==> src/hdl/boot_rom.hex <==
// one hex byte per line, rom index 0 to 31
A9
00
8D
01
92
A2
FF
9A
AD
00
92
29
1F
F0
F9
8D
01
92
AD
02
92
8D
02
92
4C
00
C0
EA
EA
00
C0
00
==> src/hdl/system_pkg.sv <==
package system_pkg;

   // address map
   localparam logic [15:0] ROM_BASE   = 16'hC000;
   localparam logic [15:0] RAM_TOP    = 16'h8FFF;
   localparam logic [7:0]  IO_PAGE    = 8'h92;
   localparam logic [15:0] VIDEO_BASE = 16'h9000;
   localparam logic [15:0] VIDEO_TOP  = 16'h907F;

   localparam int ROM_DEPTH = 32;     // indexed by addr[4:0]
   localparam int RAM_DEPTH = 65536;
   localparam string ROM_FILE = "/design/src/hdl/boot_rom.hex";

   localparam logic [7:0] UNMAPPED_DATA = 8'hFF;
   localparam logic [7:0] VIDEO_DATA    = 8'h00;

   localparam int BUTTON_WIDTH = 5;

   typedef struct packed {
      logic [15:0] addr;
      logic [7:0]  wr_data;
      logic        wr_en;
      logic        rd_req;
   } bus_req_t;

   typedef struct packed {
      logic [7:0] rd_data;
      logic       rd_valid;
      logic       ready;
   } bus_rsp_t;

   typedef enum logic [2:0] {REGION_NONE, REGION_RAM, REGION_ROM, REGION_IO, REGION_VIDEO} region_e;

   typedef enum logic [1:0] {BUS_IDLE, BUS_READ} bus_state_e;

   // zero is not a legal mode
   typedef enum logic [1:0] {
      VGA_MODE_640X480   = 2'd1,
      VGA_MODE_800X600   = 2'd2,
      VGA_MODE_1920X1080 = 2'd3
   } vga_mode_e;

   typedef enum logic [1:0] {
      IO_BUTTONS = 2'd0,
      IO_SCRATCH = 2'd1,
      IO_PRESSED = 2'd2,
      IO_MODE    = 2'd3
   } io_reg_e;

endpackage

==> src/hdl/mode_selector.sv <==
module mode_selector import system_pkg::*; (
   input  logic      sys_clk,
   input  logic      reset_n,
   input  logic      key_mode,
   output vga_mode_e vga_mode
);

   logic key_meta;
   logic key_sync;
   logic key_prev;
   logic key_release;

   assign key_release = key_prev & ~key_sync;   // high to low

   always_ff @(posedge sys_clk) begin
      if (!reset_n) begin
         key_meta <= 1'b0;
         key_sync <= 1'b0;
         key_prev <= 1'b0;
         vga_mode <= VGA_MODE_1920X1080;
      end else begin
         key_meta <= key_mode;
         key_sync <= key_meta;
         key_prev <= key_sync;
         if (vga_mode == vga_mode_e'(2'd0))
            vga_mode <= VGA_MODE_1920X1080;   // back to a legal mode
         else if (key_release) begin
            case (vga_mode)
               VGA_MODE_640X480:   vga_mode <= VGA_MODE_800X600;
               VGA_MODE_800X600:   vga_mode <= VGA_MODE_1920X1080;
               VGA_MODE_1920X1080: vga_mode <= VGA_MODE_640X480;
               default:            vga_mode <= VGA_MODE_1920X1080;
            endcase
         end
      end
   end

endmodule

==> config.mk <==
export PLATFORM = sky130hd
export DESIGN_NAME = mode_selector
export DESIGN_NICKNAME = d
export VERILOG_FILES = /design/src/hdl/system_pkg.sv /design/src/hdl/mode_selector.sv
export SDC_FILE = /design/constraint.sdc
export NUM_CORES = 1
export LEC_CHECK = 0
export ABC_CLOCK_PERIOD_IN_PS = 800
export BUFFER_PORTS_ARGS = -buffer_cell sky130_fd_sc_hd__buf_2
export CORE_AREA = 10 10 47 49
export CTS_CLUSTER_DIAMETER = 30
export DETAILED_ROUTE_END_ITERATION = 10
export DIE_AREA = 0 0 57 59
export GPL_ROUTABILITY_DRIVEN = 0
export SYNTH_ARGS = -nofsm -noshare
export SYNTH_HDL_FRONTEND = slang
export SYNTH_SLANG_ARGS = --single-unit
==> constraint.sdc <==
create_clock -name sys_clk -period 0.8 [get_ports sys_clk]
set_clock_uncertainty 0.05 [all_clocks]
set_input_delay 0.04 -clock sys_clk [delete_from_list [all_inputs] [get_ports sys_clk]]
set_output_delay 0.04 -clock sys_clk [all_outputs]
set_load 0.1 [all_outputs]
==> impl_metrics.tcl <==
set metrics [dict create \
    cpMaxStageDelayCell "dfxtp_4" \
    netlist_area_um2 168.9 \
    synth_fp_nets 17 \
    totalWireLength_um 349 \
    die_y_um 59 \
    synth_seq_area_share_pct 59.26 \
    cellPowerDensity_mw_per_mm2 1993 \
    clk_pin_slew_ns 0.05 \
    die_x_um 57 \
    synth_area_leaders "dfxtp_1 (59%), nor2b_4 (8.1%), and2_1 (7.4%)" \
    synth-seq-cells 5 \
    leakagePower_nw 0.1268 \
    vias 138 \
    synth_compound_area_share_pct 2.963 \
    mostFrequentLayoutCells "clkbuf_4 (3), dfxtp_1 (3)" \
    die_area_mm2 0.003363 \
    synth-xor-area-share_pct 5.185 \
    avgSynthCellArea_um2 12.07 \
    antenna_left 0 \
    drv_slew 0 \
    initial_core_util_pct 12.05 \
    grt_pass1_wl_um 545 \
    cts_buffer_depth 2 \
    layout_min_cycle_time_ns 0.8811 \
    synthToLayoutAreaGrowth_pct 80.74 \
    worstPathCellList "buf_12" \
    synth_cell_types 9 \
    yosysWarnings 0 \
    synth_top_area_cell "dfxtp_1" \
    ios 5 \
    hold_class "in -> reg" \
    synthSimpleGateAreaFrac_pct 32.59 \
    drc 0 \
    fill_cells 154 \
    drive_above_1_share_pct 52.00 \
    io_buffer_count 4 \
    worstSetupStartpointType "flop" \
    drt_first_iter_violations 0 \
    path_buf_inv 1 \
    crit_fanout 4 \
    arrival_ns 0.79 \
    synth_fa_ha_area_share_pct 0 \
    ir_drop_v 0.0007415 \
    slew_headroom_pct 91.93 \
    fin_ws_ns -0.08107 \
    synth_top_area_share_pct 59.26 \
    grt_start_max_net_pins 5 \
    cts_tree "done" \
    layout.nets 29 \
    cts.sinks 5 \
    post_drt_wl_per_cell_um 8.512 \
    vias_per_cell 3.366 \
    tightest_slew_ns 0.1202 \
    grt-ovfl-total 0 \
    clk-insertion-delay-late_ns 0.24 \
    fin_crit_sh_pct 110.1 \
    holdWs_ns -0.01074 \
    timing_worst_setup_path_type "reg -> out" \
    drt_pass1_iterations 1 \
    grt_use_total_pct 2.719 \
    rsz0062_at_grt "yes" \
    setup_viol 4 \
    crit_family "flip-flops" \
    place_ws_ns -0.04370 \
    cp-end-kind "output pin" \
    syn_inst 14 \
    hold_viol 3 \
    synth_top_family_by_area "simple AND/OR/NAND/NOR gates" \
    cts_buffers 3 \
    grt_pass1_vias 123 \
    antenna_found_initial 0 \
    maxCapViolations 0 \
    htreeDepth 1 \
    fp-row-count 14 \
    worst_ep_required_time_ns 0.71 \
    clock-root-buffer "clkbuf_4" \
    muxShareOfSynthArea_pct 0 \
    antenna-diode-count 0 \
    cpPeakStageDelay_ns 0.37 \
    max_freq_ghz 1.135 \
    coreArea_mm2 0.001401 \
    run_status "complete, but fails checks" \
    violations "negative hold slack, negative setup slack" \
]
==> synth_stat cells <==
cell,n
nor2b_4,1
and2_1,2
and2_2,1
and3b_1,1
dfxtp_1,5
nand3_1,1
o21ai_1,1
xnor2_1,1
nor3b_1,1
==> power breakdown <==
part	switching, mW	internal, mW
clock	0.109	0.189
combinational	0.0242	0.0280
sequential	0.00517	0.253
total	0.139	0.470
==> timing repair <==
action | CTS | global route
setup endpoints to repair | 4 | 5
buffers inserted | 0 | 1
gates resized for setup | 0 | 0
hold buffers | 3 | 0
pin swaps | 2 | 0
endpoints found under the hold margin | 3 | 0
==> sequential cells by signal (all words and copies together), names as in the netlist <==
name / count
key_sync: 1
vga_mode: 2
key_prev: 1
key_meta: 1
==> through the flow <==
step,instance area (µm²),util (%),setup TNS (ns),cells,total power [mW]
floorplan,181.4,-,-0.2980,14,0.2872
global route,305.3,21.79,-0.3483,41,0.6448
detailed placement,251.5,17.95,-0.07485,34,0.3048
global placement,251.5,17.95,-0.05116,34,0.3039
finish,305.3,21.79,-0.2391,41,0.6084
CTS,307.8,21.96,-0.2643,41,0.6204
==> metal layers <==
| layer | global-route usage [%] | share of wire [%] | routed length [µm] | up-vias |
|---|---|---|---|---|
| met3 | 5.150 | 21 | 75 | 4 |
| li1 | - | - | - | 68 |
| met1 | 1.775 | 38 | 132 | 57 |
| met4 | 3.020 | 3.7 | 13 | 0 |
| met2 | 2.326 | 36 | 127 | 9 |
| met5 | 0 | 0 | 0 | - |
==> worst paths after layout <==
| path | to | start | slack (ns) | cells past startpoint |
|---|---|---|---|---|
| worst max register to register | vga_mode[1] | vga_mode[1] | -0.05 | 3 |
| worst min-delay path | key_sync | reset_n | -0.01 | 2 |
| worst max-delay path | vga_mode[0] | vga_mode[0] | -0.08 | 1 |
| worst min register to register | key_sync | key_meta | 0.38 | 1 |
==> kinds of logic after synthesis <==
family,after synthesis
and+or+nand+nor,7
DFF,5
AOI/OAI and AO/OA,1
xor gates and xnor gates,1
==> layout make-up <==
class                   count  area [µm²]  share of cell area, %
flip-flops and latches      5       107.6                  35.25
repair buffers              7       77.57                  25.41
multi-input cells           9       73.82                  24.18
clock buffers               4       26.28                  8.607
well taps                  16       20.02                  6.557
Power figures use the tool's default switching activity.
