## src/hdl/boot_rom.hex

```
// one hex byte per line, rom index 0 to 31
A9
00
8D
01
92
A2
FF
9A
AD
00
92
29
1F
F0
F9
8D
01
92
AD
02
92
8D
02
92
4C
00
C0
EA
EA
00
C0
00
```

## src/hdl/system_pkg.sv

```systemverilog
package system_pkg;

   // address map
   localparam logic [15:0] ROM_BASE   = 16'hC000;
   localparam logic [15:0] RAM_TOP    = 16'h8FFF;
   localparam logic [7:0]  IO_PAGE    = 8'h92;
   localparam logic [15:0] VIDEO_BASE = 16'h9000;
   localparam logic [15:0] VIDEO_TOP  = 16'h907F;

   localparam int ROM_DEPTH = 32;     // indexed by addr[4:0]
   localparam int RAM_DEPTH = 65536;
   localparam string ROM_FILE = "/design/src/hdl/boot_rom.hex";

   localparam logic [7:0] UNMAPPED_DATA = 8'hFF;
   localparam logic [7:0] VIDEO_DATA    = 8'h00;

   localparam int BUTTON_WIDTH = 5;

   typedef struct packed {
      logic [15:0] addr;
      logic [7:0]  wr_data;
      logic        wr_en;
      logic        rd_req;
   } bus_req_t;

   typedef struct packed {
      logic [7:0] rd_data;
      logic       rd_valid;
      logic       ready;
   } bus_rsp_t;

   typedef enum logic [2:0] {REGION_NONE, REGION_RAM, REGION_ROM, REGION_IO, REGION_VIDEO} region_e;

   typedef enum logic [1:0] {BUS_IDLE, BUS_READ} bus_state_e;

   // zero is not a legal mode
   typedef enum logic [1:0] {
      VGA_MODE_640X480   = 2'd1,
      VGA_MODE_800X600   = 2'd2,
      VGA_MODE_1920X1080 = 2'd3
   } vga_mode_e;

   typedef enum logic [1:0] {
      IO_BUTTONS = 2'd0,
      IO_SCRATCH = 2'd1,
      IO_PRESSED = 2'd2,
      IO_MODE    = 2'd3
   } io_reg_e;

endpackage

```

## src/hdl/io_ports.sv

```systemverilog
module io_ports import system_pkg::*; (
   input  logic                    sys_clk,
   input  logic                    reset_n,
   input  io_reg_e                 addr,
   input  logic [7:0]              wr_data,
   input  logic                    wr_en,
   input  logic [BUTTON_WIDTH-1:0] buttons,
   input  vga_mode_e               vga_mode,
   output logic [7:0]              q
);

   logic [BUTTON_WIDTH-1:0] btn_meta;
   logic [BUTTON_WIDTH-1:0] btn_sync;
   logic [BUTTON_WIDTH-1:0] btn_prev;
   logic [BUTTON_WIDTH-1:0] pressed;
   logic [BUTTON_WIDTH-1:0] press_set;
   logic [BUTTON_WIDTH-1:0] press_clr;
   logic [7:0]              scratch;

   assign press_set = btn_sync & ~btn_prev;   // rising edges
   assign press_clr = (wr_en && addr == IO_PRESSED) ? wr_data[BUTTON_WIDTH-1:0] : '0;

   always_ff @(posedge sys_clk) begin
      if (!reset_n) begin
         btn_meta <= '0;
         btn_sync <= '0;
         btn_prev <= '0;
         pressed  <= '0;
         scratch  <= 8'h00;
      end else begin
         btn_meta <= buttons;
         btn_sync <= btn_meta;
         btn_prev <= btn_sync;
         // set wins over a clear in the same cycle
         pressed  <= (pressed & ~press_clr) | press_set;
         if (wr_en && addr == IO_SCRATCH)
            scratch <= wr_data;
      end
   end

   always_comb begin
      case (addr)
         IO_BUTTONS: q = {{(8-BUTTON_WIDTH){1'b0}}, btn_sync};
         IO_SCRATCH: q = scratch;
         IO_PRESSED: q = {{(8-BUTTON_WIDTH){1'b0}}, pressed};
         IO_MODE:    q = {6'b0, vga_mode};
         default:    q = 8'h00;
      endcase
   end

endmodule

```

## config.mk

```make
export PLATFORM = sky130hd
export DESIGN_NAME = io_ports
export DESIGN_NICKNAME = d
export VERILOG_FILES = /design/src/hdl/system_pkg.sv /design/src/hdl/io_ports.sv
export SDC_FILE = /design/constraint.sdc
export NUM_CORES = 1
export LEC_CHECK = 0
export BUFFER_PORTS_ARGS = -buffer_cell sky130_fd_sc_hd__buf_4
export CORE_MARGIN = 8
export CORE_UTILIZATION = 54
export CTS_BUF_LIST = sky130_fd_sc_hd__clkbuf_2 sky130_fd_sc_hd__clkbuf_4 sky130_fd_sc_hd__clkbuf_8
export CTS_CLUSTER_DIAMETER = 50
export DETAILED_ROUTE_END_ITERATION = 10
export GPL_TIMING_DRIVEN = 0
export PLACE_DENSITY = 0.81
export SLEW_MARGIN = 5
export SYNTH_ARGS = -nofsm -noshare
export SYNTH_HDL_FRONTEND = slang
export SYNTH_SLANG_ARGS = --single-unit
```

## constraint.sdc

```tcl
create_clock -name sys_clk -period 1.2 [get_ports sys_clk]
set_clock_uncertainty 0.15 [all_clocks]
set_input_delay 0 -clock sys_clk [delete_from_list [all_inputs] [get_ports sys_clk]]
set_output_delay 0 -clock sys_clk [all_outputs]
set_load 0.02 [all_outputs]
```

==> results.md <==
- Outcome: finished, violations left
- Failing checks: setup timing
- Total GRT Usage: 14.8%
- Root Buffer: clkbuf_4
- FILL cells: 142
- Max-cap viol count: 0
- Initial DRT Pass Iterations: 4
- First-pass GRT wire length: 4.21 mm
- Largest family of logic cells by synthesized area: simple AND/OR/NAND/NOR gates
- IO Count: 28
- Leakage: 0.656 nW
- Via count: 892
- CTS tree: yes
- Simple-gate share of the synthesized area: 23.2%
- Unrepaired setup endpoints after global routing: true
- Post-Syn Nets: 126
- Drt drc: 0
- Worst Path Arrival: 1290 ps
- Num CTS Buffers: 3
- CTS H-Tree Depth: 1
- Number of flops mapped to enable cells by yosys: 0
- Port Buffers: 25
- Vias in the first global route: 913
- Fin. Hold Viols: 0
- Max frequency: 0.693 GHz
- Top cells by area, synth: dfxtp_1 (50%), and2_1 (9.9%), o21ai_2 (6.2%), mux4_1 (4.6%), nand2_1 (3.6%)
- P&R area growth vs syn: 36.2%
- Main synth FF type: dfxtp_1
- Syn Area/Cell: 10.7 µm²
- Critical path class: flip-flop to primary output
- Max FO, Critical Path: 3
- Pwr Total: 1.69 mW
- DP Wirelength: 1.62 mm
- Worst relative slew slack: 69.4%
- Worst EP required: 1050 ps
- Xor/xnor cell area share of the yosys netlist: 0%
- Critical path launch point type: flip-flop
- Slew @ Worst Pin: 460 ps
- Min Tclk post-route: 1440 ps
- Post-synth ARST share: 0%
- Max Buffers Root-to-Sink: 2
- DRT antenna net count: 0
- Post-layout util: 78.6%
- Share of layout cells above drive strength 1: 38.9%
- Average routed wire per standard cell: 14.7 µm
- Final nets: 170
- Via density per instance: 5.07
- Placed Cells: 158
- Seq cells post-synth: 28
- Power per cell area: 1100 nW/µm²
- Core Area: 1960 µm²
- Adder and majority gate portion of the synthesized area: 0%
- Iter 0 DRT Violations: 24
- Die area: 3820 µm²
- Worst setup margin: -243 ps
- Fin area: 1540 µm²
- Area leader, netlist: dfxtp_1
- Netlist cell types: 19
- Clock sink total: 28
- Max Slew Vio Count: 0
- Setup violations, final: 3
- Placed inst area: 1350 µm²
- CP endpoint kind: primary output
- Routed WL: 2.59 mm
- Synthesis Warnings: 0
- Row cnt: 16
- Hold Path Class: input pin to flip-flop
- Worst-path clk slew: 140 ps
- Initial Util: 57.7%
- Post-Syn Instances: 106
- Fraction of the cycle the final worst path needs: 120%
- Mux contribution to synthesized area: 7.29%
- Synth Area in Compound Gates: 14.1%
- Worst hold margin: 45.9 ps
- Peak supply drop: 0.922 mV
- Largest net degree at the start of global routing: 16
- Setup Fix Bufs, Post-CTS: 0
- Final setup TNS: -485 ps
- Clock Latency Late Sink: 330 ps
- Post-place setup slack: 81.2 ps
- Sequential area share after synthesis: 49.5%
- Die Width: 61.8 µm
- Final RePlAce weighted congestion: 0.741
- Yosys top cell area share: 49.5%
- Final Non-Filler Cells: 176
- Chip Height: 61.8 µm
- Synth Cell Area: 1130 µm²
- Grt ovf: 0
- Diodes inserted: 0
- Initial antenna violation count: 0
cells by family (layout without fill, tap and decap cells):
group           after synthesis  count (layout)
simple gates                 45              45
flops                        28              28
compound gates               21              21
buf+inv                       7              50
mux                           5               5
Yosys cell counts, types with 3 or more instances:
| cell type | number |
|---|---|
| and2_1 | 18 |
| a21boi_0 | 5 |
| nand2_1 | 11 |
| o21a_1 | 5 |
| nor2b_1 | 5 |
| mux2i_1 | 3 |
| o21ai_0 | 3 |
| buf_6 | 3 |
| dfxtp_1 | 28 |
| nand3_1 | 6 |
| o21ai_2 | 8 |
metal layers:
metal	wire [µm]	share of wire, %	global-route usage (%)	up-vias
met3	160	6.2	3.50	5
met1	1080	42	17.3	421
met4	38	1.5	5.84	0
met2	1310	50	25.4	27
li1	-	-	-	439
met5	0	0	0	-
layout make-up:
class	count	area, µm²	area share, %
multi-input combinational	71	498	32.3
buffer	7	66.3	4.30
tap	27	33.8	2.19
clock buffer	4	36.3	2.35
sequential	28	573	37.1
timing repair buffer	39	335	21.7
repair_timing:
action,CTS,global route
pin swaps,0,0
resized for setup,15,2
hold endpoints to repair,22,0
setup endpoints to repair,5,5
hold buffers,14,0
cloned,0,0
final timing paths:
check / start / endpoint / slack, ps / cells after the start
min: reset_n / pressed[2]$_SDFF_PN0_ / 50 / 3
max reg2reg: pressed[3]$_SDFF_PN0_ / pressed[3]$_SDFF_PN0_ / 290 / 2
min reg2reg: btn_meta[0]$_SDFF_PN0_ / btn_sync[0]$_SDFF_PN0_ / 310 / 1
max: btn_sync[1]$_SDFF_PN0_ / q[1] / -240 / 2
sequential cells by signal (all words and copies together) (netlist names):
signal / count
scratch: 8
btn_meta: 5
btn_prev: 5
btn_sync: 5
pressed: 5
layout by cell type (no fill, tap or decap):
cell type,instances
buf_4,23
and2_1,18
dfxtp_1,18
dlygate4sd3_1,14
nand2_1,11
dfxtp_2,10
o21ai_2,8
nand3_1,6
buf_6,5
nor2b_1,5
a21boi_0,5
o21a_1,5
mux2i_1,3
o21ai_1,3
clkbuf_4,3
mux4_2,2
clkbuf_1,2
nand3_2,2
and2b_2,1
and3b_2,1
buf_2,1
and3b_1,1
buf_12,1
clkbuf_8,1
power breakdown:
group	leakage [nW]	switching (mW)	total, mW	internal, mW
logic	0.402	0.103	0.247	0.144
clock network	0.0210	0.272	0.458	0.186
registers	0.233	0.0154	0.986	0.970
worst max-delay path, stage by stage (launching register included):
cell and delay [ps]:
dfxtp_2 360, mux4_2 460, buf_6 150
(Power assumes the default switching activity.)
