## src/hdl/boot_rom.hex

```
// one hex byte per line, rom index 0 to 31
A9
00
8D
01
92
A2
FF
9A
AD
00
92
29
1F
F0
F9
8D
01
92
AD
02
92
8D
02
92
4C
00
C0
EA
EA
00
C0
00
```

## src/hdl/system_pkg.sv

```systemverilog
package system_pkg;

   // address map
   localparam logic [15:0] ROM_BASE   = 16'hC000;
   localparam logic [15:0] RAM_TOP    = 16'h8FFF;
   localparam logic [7:0]  IO_PAGE    = 8'h92;
   localparam logic [15:0] VIDEO_BASE = 16'h9000;
   localparam logic [15:0] VIDEO_TOP  = 16'h907F;

   localparam int ROM_DEPTH = 32;     // indexed by addr[4:0]
   localparam int RAM_DEPTH = 65536;
   localparam string ROM_FILE = "/design/src/hdl/boot_rom.hex";

   localparam logic [7:0] UNMAPPED_DATA = 8'hFF;
   localparam logic [7:0] VIDEO_DATA    = 8'h00;

   localparam int BUTTON_WIDTH = 5;

   typedef struct packed {
      logic [15:0] addr;
      logic [7:0]  wr_data;
      logic        wr_en;
      logic        rd_req;
   } bus_req_t;

   typedef struct packed {
      logic [7:0] rd_data;
      logic       rd_valid;
      logic       ready;
   } bus_rsp_t;

   typedef enum logic [2:0] {REGION_NONE, REGION_RAM, REGION_ROM, REGION_IO, REGION_VIDEO} region_e;

   typedef enum logic [1:0] {BUS_IDLE, BUS_READ} bus_state_e;

   // zero is not a legal mode
   typedef enum logic [1:0] {
      VGA_MODE_640X480   = 2'd1,
      VGA_MODE_800X600   = 2'd2,
      VGA_MODE_1920X1080 = 2'd3
   } vga_mode_e;

   typedef enum logic [1:0] {
      IO_BUTTONS = 2'd0,
      IO_SCRATCH = 2'd1,
      IO_PRESSED = 2'd2,
      IO_MODE    = 2'd3
   } io_reg_e;

endpackage

```

## src/hdl/bus_decoder.sv

```systemverilog
module bus_decoder import system_pkg::*; (
   input  logic        sys_clk,
   input  logic        reset_n,
   input  bus_req_t    bus_req,
   output bus_rsp_t    bus_rsp,
   output logic [15:0] ram_addr,
   output logic        ram_wr_en,
   output logic [4:0]  rom_addr,
   output io_reg_e     io_addr,
   output logic        io_wr_en,
   output logic [7:0]  wr_data,
   input  logic [7:0]  ram_q,
   input  logic [7:0]  rom_q,
   input  logic [7:0]  io_q
);

   region_e    region;
   region_e    region_r;   // region of the read in flight
   bus_state_e state;
   logic [7:0] io_q_r;
   logic [7:0] rd_mux;

   // video window wins over everything, then ram, io, rom
   always_comb begin
      if (bus_req.addr >= VIDEO_BASE && bus_req.addr <= VIDEO_TOP)
         region = REGION_VIDEO;
      else if (bus_req.addr <= RAM_TOP)
         region = REGION_RAM;
      else if (bus_req.addr[15:8] == IO_PAGE)
         region = REGION_IO;
      else if (bus_req.addr >= ROM_BASE)
         region = REGION_ROM;
      else
         region = REGION_NONE;
   end

   assign ram_addr  = bus_req.addr;
   assign rom_addr  = bus_req.addr[4:0];   // mirrored
   assign io_addr   = io_reg_e'(bus_req.addr[1:0]);
   assign wr_data   = bus_req.wr_data;
   assign ram_wr_en = bus_req.wr_en && (region == REGION_RAM);
   assign io_wr_en  = bus_req.wr_en && (region == REGION_IO);

   always_ff @(posedge sys_clk) begin
      if (!reset_n) begin
         state    <= BUS_IDLE;
         region_r <= REGION_NONE;
      end else if (bus_req.rd_req) begin
         state    <= BUS_READ;
         region_r <= region;
      end else begin
         state <= BUS_IDLE;
      end
   end

   // io is combinational, so hold it to line up with the memories
   always_ff @(posedge sys_clk) begin
      if (bus_req.rd_req)
         io_q_r <= io_q;
   end

   always_comb begin
      case (region_r)
         REGION_RAM:   rd_mux = ram_q;
         REGION_ROM:   rd_mux = rom_q;
         REGION_IO:    rd_mux = io_q_r;
         REGION_VIDEO: rd_mux = VIDEO_DATA;
         default:      rd_mux = UNMAPPED_DATA;
      endcase
   end

   always_comb begin
      bus_rsp.rd_data  = rd_mux;
      bus_rsp.rd_valid = (state == BUS_READ);
      bus_rsp.ready    = (state != BUS_READ);
   end

endmodule

```

## config.mk

```make
export PLATFORM = sky130hd
export DESIGN_NAME = bus_decoder
export DESIGN_NICKNAME = d
export VERILOG_FILES = /design/src/hdl/system_pkg.sv /design/src/hdl/bus_decoder.sv
export SDC_FILE = /design/constraint.sdc
export NUM_CORES = 1
export LEC_CHECK = 0
export BUFFER_PORTS_ARGS = -buffer_cell sky130_fd_sc_hd__buf_2
export CAP_MARGIN = 20
export CORE_UTILIZATION = 35
export CTS_CLUSTER_DIAMETER = 100
export DETAILED_ROUTE_END_ITERATION = 8
export PLACE_DENSITY = 0.91
export SYNTH_ARGS = -nofsm -noshare
export SYNTH_HDL_FRONTEND = slang
export SYNTH_SLANG_ARGS = --single-unit
```

## constraint.sdc

```tcl
create_clock -name sys_clk -period 1.4 [get_ports sys_clk]
set_input_delay 0.21 -clock sys_clk [delete_from_list [all_inputs] [get_ports sys_clk]]
set_output_delay 0.21 -clock sys_clk [all_outputs]
set_load 0.02 [all_outputs]
```

==> results of run 1 <==
## logic make-up after synthesis
group	count (synthesis)
buf+inv	35
simple gates	25
compound gates	13
flops	12
mux	8
## worst max path at each step
stage / end / from
global route: bus_rsp[8] / region_r[1]
detailed placement: bus_rsp[5] / region_r[0]
CTS: bus_rsp[2] / region_r[1]
global placement: bus_rsp[3] / region_r[0]
finish: bus_rsp[3] / region_r[1]
floorplan: bus_rsp[2] / region_r[1]
## final cells by class
class,count,area (µm²)
Clock buffer,4,36.3
Fill cell,233,1280
Inverter,1,3.75
Multi-Input combinational cell,46,417
Sequential cell,12,327
Tap cell,30,37.5
Timing Repair Buffer,62,400
## registers in the layout (all words and copies together) (netlist names)
| signal | count |
|---|---|
| region_r | 3 |
| state | 1 |
| io_q_r | 8 |
## per-stage QoR
stage | cell area, µm² | worst slack (ns) | util | instances | hold slack (ns)
finish | 1220 | -0.194 | 0.488 | 155 | 0.116
global route | 1220 | -0.260 | 0.488 | 155 | 0.0963
CTS | 1140 | -0.233 | 0.455 | 153 | 0.105
detailed placement | 1030 | -0.106 | 0.413 | 148 | 0.388
global placement | 1030 | -0.0411 | 0.413 | 148 | 0.388
floorplan | 950 | -0.0752 | - | 93 | 0.309
## metal layers
metal  GRT usage  vias up  share of wire
met5           0        -              0
met4      0.0833        0          0.020
met3      0.0480       12          0.095
met2       0.271       55           0.49
met1       0.163      321           0.40
li1            -      367              -
## power groups by stage
stage	logic, W	clock network, W	registers (W)
CTS	0.000231	0.000274	0.000413
global placement	0.000211	0	0.000419
global route	0.000266	0.000294	0.000420
detailed placement	0.000212	0	0.000420
floorplan	0.000222	0	0.000419
finish	0.000247	0.000264	0.000416
## worst reg2reg max path, stage by stage, from the launching register on
cell and delay [ns]:
dfxtp_4 0.38, buf_16 0.14, nor2b_1 0.13, o21ai_0 0.16, a21oi_1 0.05
## cells in the mapped netlist (all sizes together)
| cell | instances |
|---|---|
| buf | 34 |
| mux2i | 8 |
| edfxtp | 8 |
| nand3b | 1 |
| nand3 | 1 |
| nor4b | 1 |
| a31oi | 1 |
| o21ai | 2 |
| inv | 1 |
| nand2 | 2 |
| nor3b | 1 |
| nor4bb | 1 |
| or3 | 1 |
| nor2b | 10 |
| a21boi | 1 |
| nor2 | 4 |
| and2 | 2 |
| nand4 | 1 |
| dfxtp | 4 |
| a21oi | 1 |
| a221oi | 8 |
## timing repair
action,in CTS,in global routing
cloned,1,1
setup endpoints to repair,8,8
setup buffers,0,2
pin swaps,2,9
resized for setup,14,13
==> impl_metrics.env, run 1 <==
export IMPL_outcome="finished with violations"
export IMPL_failed_checks="setup timing"
export IMPL_p_leak_nw=0.523
export IMPL_ys_seq_area_frac=0.344
export IMPL_hold_path_depth=1
export IMPL_crit_buf_inv=3
export IMPL_cellPowerDensity_mw_per_mm2=759
export IMPL_synthCells=93
export IMPL_cts_hold_buf=0
export IMPL_synthMuxAreaShare=0.0860
export IMPL_cpMaxStageDelayCell="dfxtp_4"
export IMPL_yosys_warnings=0
export IMPL_sequentialPowerShare=0.449
export IMPL_maxCapViolCount=0
export IMPL_area_growth_pct=31.2
export IMPL_cp_depth=5
export IMPL_wl_um=2080
export IMPL_final_nets=178
export IMPL_grt_pass1_wl_um=3100
export IMPL_gr_total_overflow=0
export IMPL_grt_use_total=0.154
export IMPL_maxSlewViolCount=0
export IMPL_finalPower_w=0.000927
export IMPL_synth_top_cells_by_area="edfxtp_1 26%, buf_4 25%, dfxtp_1 8.6%, mux2i_1 8.6%, a221oi_1 7.5%"
export IMPL_setup_violations=8
export IMPL_drive_above_1_share=0.664
export IMPL_synth_xor_area_frac=0
export IMPL_initial_core_util=0.372
export IMPL_num_rows=18
export IMPL_synth_simple_area_share=0.172
export IMPL_synthAdderAreaFrac=0
export IMPL_peakVddDrop_mv=0.583
export IMPL_clock_skew_ns=0
export IMPL_crit_path_max_fanout=5
export IMPL_p_int_w=0.000682
export IMPL_drt_first_pass_iters=2
export IMPL_antenna_found_initial=0
export IMPL_critPathArrivalTime_ns=1.38
export IMPL_netlist_cell_type_count=24
export IMPL_core_area_mm2=0.00250
export IMPL_cp_top_family="buffers and inverters"
export IMPL_crit_type="reg -> out"
export IMPL_rr_worst_depth=4
export IMPL_die_y_um=53.6
export IMPL_reg2reg_slack_ns=0.43
export IMPL_via_count=755
export IMPL_final_cell_mix="49 x buf_2, 8 x nor2b_1, 8 x a221oi_2, 8 x edfxtp_1, 8 x buf_4"
export IMPL_tritoncts="done"
export IMPL_diodes=0
export IMPL_min_delay_start="io_q[3]"
export IMPL_grt_pass1_vias=705
export IMPL_cp_required_ns=1.19
export IMPL_ios=95
export IMPL_r2r_start="region_r[1]"
export IMPL_cts_made_buffers=3
export IMPL_final_common_cell="buf_2"
export IMPL_min_to="io_q_r[3]"
export IMPL_start_kind="flip-flop"
export IMPL_syn_cell_area_um2=931
export IMPL_rsz0062_at_grt="true"
export IMPL_r2r_end="region_r[1]"
export IMPL_slew_headroom=0.791
export IMPL_gp_congestion=0.703
export IMPL_combPwrFrac=0.267
export IMPL_hold_class="in -> reg"
export IMPL_slowest_delay_ns=0.38
export IMPL_p_sw_w=0.000245
export IMPL_cts_root_buffer="clkbuf_4"
export IMPL_cts_max_path_buffers=2
export IMPL_clk_latency_ns=0.26
export IMPL_synth_area_leader_cell="edfxtp_1"
export IMPL_cts_sink_count=12
export IMPL_viasPerCell=4.87
export IMPL_fin_crit_ns=1.59
export IMPL_drt_iter0_drc=2
export IMPL_h_tree_depth=1
export IMPL_finalCritPeriodShare=1.14
export IMPL_grt_max_degree=15
export IMPL_worstMarginPinSlew_ns=0.313
export IMPL_worstPathCellList="buf_12 -> nor3b_4 -> buf_6 -> a221oi_2 -> buf_4"
export IMPL_wl_per_cell_um=13.4
export IMPL_port_buffers=57
export IMPL_path_clk_slew_ns=0.07
export IMPL_max_clock_freq_mhz=627
export IMPL_end_kind="output pin"
export IMPL_synth_top_cell_area_share=0.258
export IMPL_syn_nets=145
export IMPL_fin_tns_setup_ns=-1.44
export IMPL_ys_seq_elements=12
export IMPL_synth_compound_area_frac=0.106
export IMPL_dp_hpwl_um=1570
export IMPL_drc_errors=0
export IMPL_die_w_um=53.6
export IMPL_syn_area_per_cell_um2=10.0
export IMPL_finalHoldViolCount=0
export IMPL_worst_slack_ns=-0.194
export IMPL_synth_top_family_by_area="buffers and inverters"
export IMPL_die_area_mm2=0.00287
export IMPL_p_sw_frac=0.265
export IMPL_clock_power_share=0.284
export IMPL_ant_nets=0
No activity file was read; power rests on OpenSTA's default activity.
==> inputs of run 2 (changes only) <==
SETUP_SLACK_MARGIN = 0.1   (was default)
==> run 2 against run 1 <==
Against the previous run:
- the run still ends with setup timing left
- global-route usage is 0.85 points lower
- cell count is 0.65% higher
- clock skew stayed put
- core utilization is 0.10 points lower
- flip-flop and latch count stayed put
- sequential power hardly changed
==> impl_metrics.env, run 2 (same netlist as run 1, synthesis figures left out) <==
export IMPL_grt_pass1_vias=690
export IMPL_failed_checks="setup timing"
export IMPL_drc_errors=0
export IMPL_drive_above_1_share=0.651
export IMPL_outcome="finished with violations"
export IMPL_drt_iter0_drc=7
export IMPL_area_growth_pct=30.9
export IMPL_viasPerCell=5.00
export IMPL_initial_core_util=0.372
export IMPL_h_tree_depth=1
export IMPL_rr_worst_depth=4
export IMPL_core_area_mm2=0.00250
export IMPL_die_y_um=53.6
export IMPL_setup_violations=8
export IMPL_r2r_end="region_r[1]"
export IMPL_worstMarginPinSlew_ns=0.320
export IMPL_crit_path_max_fanout=5
export IMPL_worst_slack_ns=-0.176
export IMPL_slew_headroom=0.786
export IMPL_crit_type="reg -> out"
export IMPL_path_clk_slew_ns=0.07
export IMPL_reg2reg_slack_ns=0.35
export IMPL_cellPowerDensity_mw_per_mm2=711
export IMPL_die_area_mm2=0.00287
export IMPL_hold_path_depth=1
export IMPL_gp_congestion=0.730
export IMPL_final_nets=179
export IMPL_max_clock_freq_mhz=634
export IMPL_via_count=780
export IMPL_clk_latency_ns=0.26
export IMPL_rsz0062_at_grt="true"
export IMPL_maxCapViolCount=0
export IMPL_gr_total_overflow=0
export IMPL_drt_first_pass_iters=4
export IMPL_fin_crit_ns=1.58
export IMPL_cp_required_ns=1.19
export IMPL_die_w_um=53.6
export IMPL_final_cell_mix="48 x buf_2, 11 x buf_4, 9 x nor2b_1"
export IMPL_wl_um=2130
export IMPL_top_regs="io_q_r (8), region_r (3), state (1)"
export IMPL_tritoncts="done"
export IMPL_ant_nets=0
export IMPL_fin_util=0.487
export IMPL_r2r_start="region_r[1]"
export IMPL_cts_root_buffer="clkbuf_4"
export IMPL_min_to="io_q_r[1]"
export IMPL_clock_skew_ns=0
export IMPL_diodes=0
export IMPL_p_leak_nw=0.523
export IMPL_top_register="io_q_r"
export IMPL_min_delay_start="io_q[1]"
export IMPL_largest_reg_flops=8
export IMPL_whs_ns=0.118
export IMPL_fin_tns_setup_ns=-1.28
export IMPL_cts_sink_count=12
export IMPL_final_seq_area_um2=325
export IMPL_cts_made_buffers=3
export IMPL_ios=95
export IMPL_finalHoldViolCount=0
export IMPL_grt_use_total=0.146
export IMPL_start_kind="flip-flop"
export IMPL_grt_max_degree=19
export IMPL_cts_hold_buf=0
export IMPL_hold_class="in -> reg"
export IMPL_critPathArrivalTime_ns=1.37
export IMPL_end_kind="output pin"
export IMPL_maxSlewViolCount=0
export IMPL_place_ws_ns=-0.107
export IMPL_peakVddDrop_mv=0.532
export IMPL_port_buffers=57
export IMPL_multi_input_area_um2=422
export IMPL_final_common_cell="buf_2"
export IMPL_fill_cells=240
export IMPL_num_rows=18
export IMPL_cts_max_path_buffers=2
export IMPL_wl_per_cell_um=13.6
export IMPL_finalCritPeriodShare=1.13
export IMPL_dp_hpwl_um=1600
export IMPL_grt_pass1_wl_um=2980
export IMPL_antenna_found_initial=0
[run 2: worst max-delay path, stage by stage, from the launching register on]
cell	delay, ns
dfxtp_4	0.37
buf_12	0.14
mux2i_1	0.13
a221oi_2	0.28
buf_4	0.19
[run 2: power by group]
part	leakage, nW	switching (W)	internal [W]
combinational	0.396	0.000129	0.000121
sequential	0.112	0.0000116	0.000402
clock	0.0154	0.000101	0.000103
[run 2: what timing repair did]
action	4_1_cts	5_1_grt
gates resized for setup	6	19
setup endpoints to repair	9	10
gates cloned	0	2
pin swaps	0	6
setup buffers	0	2
[run 2: area by class of cell]
class,instances,area share
multi-input cells,46,0.346
clock inverters,1,0.00308
inverters,1,0.00308
well taps,30,0.0308
clock buffers,3,0.0185
repair buffers,63,0.332
flip-flops and latches,12,0.267
[run 2: worst max-delay path by stage]
stage / slack [ns] / start / endpoint / cells past startpoint
finish: -0.18 / region_r[1] / bus_rsp[8] / 4
global route: -0.24 / region_r[1] / bus_rsp[8] / 4
CTS: -0.22 / region_r[1] / bus_rsp[5] / 5
detailed placement: -0.11 / region_r[0] / bus_rsp[5] / 3
global placement: -0.06 / region_r[0] / bus_rsp[3] / 3
floorplan: -0.08 / region_r[1] / bus_rsp[2] / 4
[run 2: stage by stage]
stage          total power, W  instances  cell area, µm²
2_1_floorplan        0.000641         93             950
3_3_place_gp         0.000629        148            1030
3_5_place_dp         0.000632        148            1030
4_1_cts              0.000846        152            1080
5_1_grt              0.000908        156            1220
6_report             0.000867        156            1220
[run 2: metal layers]
metal	GRT usage	routed length, µm	vias to the layer above
met2	0.256	1100	58
li1	-	-	368
met1	0.159	754	349
met5	0	0	-
met4	0.0789	24	0
met3	0.0367	249	5
==> inputs of run 3 (changes only) <==
==> constraint.sdc (replaced) <==
create_clock -name sys_clk -period 1.4 [get_ports sys_clk]
set_input_delay 0.14 -clock sys_clk [delete_from_list [all_inputs] [get_ports sys_clk]]
set_output_delay 0.14 -clock sys_clk [all_outputs]
set_load 0.02 [all_outputs]
==> run 3 against run 2 <==
Against the previous run:
- the flow still finishes with violations (setup timing)
- first-iteration DRC count did not move
- via count fell by 2.1%
- total power rose by 1.0%
- clock skew unchanged
- sequential share of layout area is 0.66 points higher
- sequential power about the same
- clock-buffer cell count unchanged
- worst hold slack lost 0.080 ns
- critical path type unchanged
- critical endpoint is now bus_rsp[9]
- largest cell class unchanged
==> impl_metrics.env, run 3 (same netlist as run 1, synthesis figures left out) <==
export IMPL_grtUsageMet3=0.0424
export IMPL_rsz0062_at_grt="true"
export IMPL_grt_use_met1=0.169
export IMPL_initial_core_util=0.372
export IMPL_start_kind="flip-flop"
export IMPL_end_kind="output pin"
export IMPL_fill_cells=239
export IMPL_finalCritPeriodShare=1.09
export IMPL_gp_congestion=0.703
export IMPL_cp_required_ns=1.26
export IMPL_final_cell_mix="49 x buf_2, 8 x a221oi_2, 8 x nor2b_1, 8 x edfxtp_1, 8 x buf_4"
export IMPL_tritoncts="done"
export IMPL_worstMarginPinSlew_ns=0.307
export IMPL_grt_busiest_layer="met2"
export IMPL_cellPowerDensity_mw_per_mm2=734
export IMPL_drt_first_pass_iters=4
export IMPL_fin_util=0.477
export IMPL_grt_max_degree=15
export IMPL_h_tree_depth=1
export IMPL_crit_path_max_fanout=9
export IMPL_drt_iter0_drc=7
export IMPL_place_ws_ns=-0.0256
export IMPL_hold_class="in -> reg"
export IMPL_drc_errors=0
export IMPL_gr_total_overflow=0
export IMPL_whs_ns=0.0377
export IMPL_cp_top_family="flip-flops"
export IMPL_critPathArrivalTime_ns=1.38
export IMPL_wl_um=2110
export IMPL_die_w_um=53.6
export IMPL_antenna_found_initial=0
export IMPL_grt_pass1_vias=721
export IMPL_cts_made_buffers=3
export IMPL_die_y_um=53.6
export IMPL_ios=95
export IMPL_drive_above_1_share=0.653
export IMPL_ant_nets=0
export IMPL_diodes=0
export IMPL_cts_root_buffer="clkbuf_4"
export IMPL_outcome="finished with violations"
export IMPL_largest_reg_flops=8
export IMPL_grt_met2_usage=0.260
export IMPL_postCtsSetupBuffers=0
export IMPL_peakVddDrop_mv=0.472
export IMPL_top_register="io_q_r"
export IMPL_max_clock_freq_mhz=658
export IMPL_setup_violations=8
export IMPL_final_common_cell="buf_2"
export IMPL_failed_checks="setup timing"
export IMPL_worst_slack_ns=-0.119
export IMPL_clock_skew_ns=0
export IMPL_crit_type="reg -> out"
export IMPL_instances_no_fill=154
export IMPL_fin_area_mm2=0.00119
export IMPL_placed_area_mm2=0.00103
export IMPL_wl_per_cell_um=13.7
export IMPL_placedCellCount=148
export IMPL_via_count=764
export IMPL_final_seq_area_um2=327
export IMPL_clk_latency_ns=0.26
export IMPL_multi_input_area_um2=410
export IMPL_viasPerCell=4.96
export IMPL_finalHoldViolCount=0
export IMPL_maxSlewViolCount=0
export IMPL_worstPathCellList="buf_16 -> nor2b_2 -> a221oi_2 -> buf_4"
export IMPL_cts_max_path_buffers=2
export IMPL_cpMaxStageDelayCell="dfxtp_4"
export IMPL_crit_buf_inv=2
export IMPL_die_area_mm2=0.00287
export IMPL_top_regs="io_q_r (8), region_r (3), state (1)"
export IMPL_dp_hpwl_um=1610
export IMPL_cts_sink_count=12
export IMPL_p_leak_nw=0.513
export IMPL_path_clk_slew_ns=0.08
export IMPL_slowest_delay_ns=0.38
export IMPL_grt_use_total=0.154
export IMPL_fin_crit_ns=1.52
export IMPL_area_growth_pct=28.2
export IMPL_port_buffers=57
export IMPL_slew_headroom=0.795
export IMPL_num_rows=18
export IMPL_grt_pass1_wl_um=3050
export IMPL_maxCapViolCount=0
export IMPL_core_area_mm2=0.00250
export IMPL_final_nets=177
-- run 3: cell count changes in the layout (fill, tap and decap cells not counted), sizes merged --
cell    delta
buf        -1
clkbuf     -1
-- run 3: metrics by stage --
step / total power [W] / setup TNS [ns]
after detailed placement: 0.000633 / -0.0748
after global placement: 0.000630 / 0
after floorplan: 0.000641 / -0.0262
after global routing: 0.000929 / -1.41
final: 0.000876 / -0.815
after CTS: 0.000864 / -1.15
-- run 3: repair_timing --
| item | in CTS | in global routing |
|---|---|---|
| setup endpoints to repair | 8 | 8 |
| pin swaps | 3 | 6 |
| resized for setup | 14 | 11 |
| cloned | 1 | 1 |
| hold buffers | 0 | 0 |
-- run 3: where the power goes --
group          switching [W]  internal (W)  total, W  leakage [nW]
Sequential         0.0000127      0.000402  0.000415         0.113
Combinational       0.000127      0.000121  0.000248         0.385
Clock               0.000110      0.000103  0.000213        0.0154
-- run 3: cell type report --
cell class	count	share of cell area
multi-input cells	46	0.344
repair buffers	61	0.326
flip-flops and latches	12	0.274
well taps	30	0.0314
clock buffers	3	0.0189
clock inverters	1	0.00314
inverters	1	0.00314
-- run 3: path summary, 6_finish.rpt --
path / cells after the start / slack (ns) / startpoint / end
min reg2reg: 2 / 0.57 / region_r[2] / region_r[2]
max reg2reg: 4 / 0.43 / region_r[1] / region_r[1]
min: 1 / 0.04 / io_q[0] / io_q_r[0]
max: 4 / -0.12 / region_r[1] / bus_rsp[9]
-- run 3: layer usage --
| metal | vias to the layer above | part of all wire |
|---|---|---|
| met5 | - | 0 |
| met4 | 0 | 0.023 |
| met3 | 12 | 0.10 |
| met2 | 57 | 0.48 |
| met1 | 332 | 0.39 |
| li1 | 363 | - |
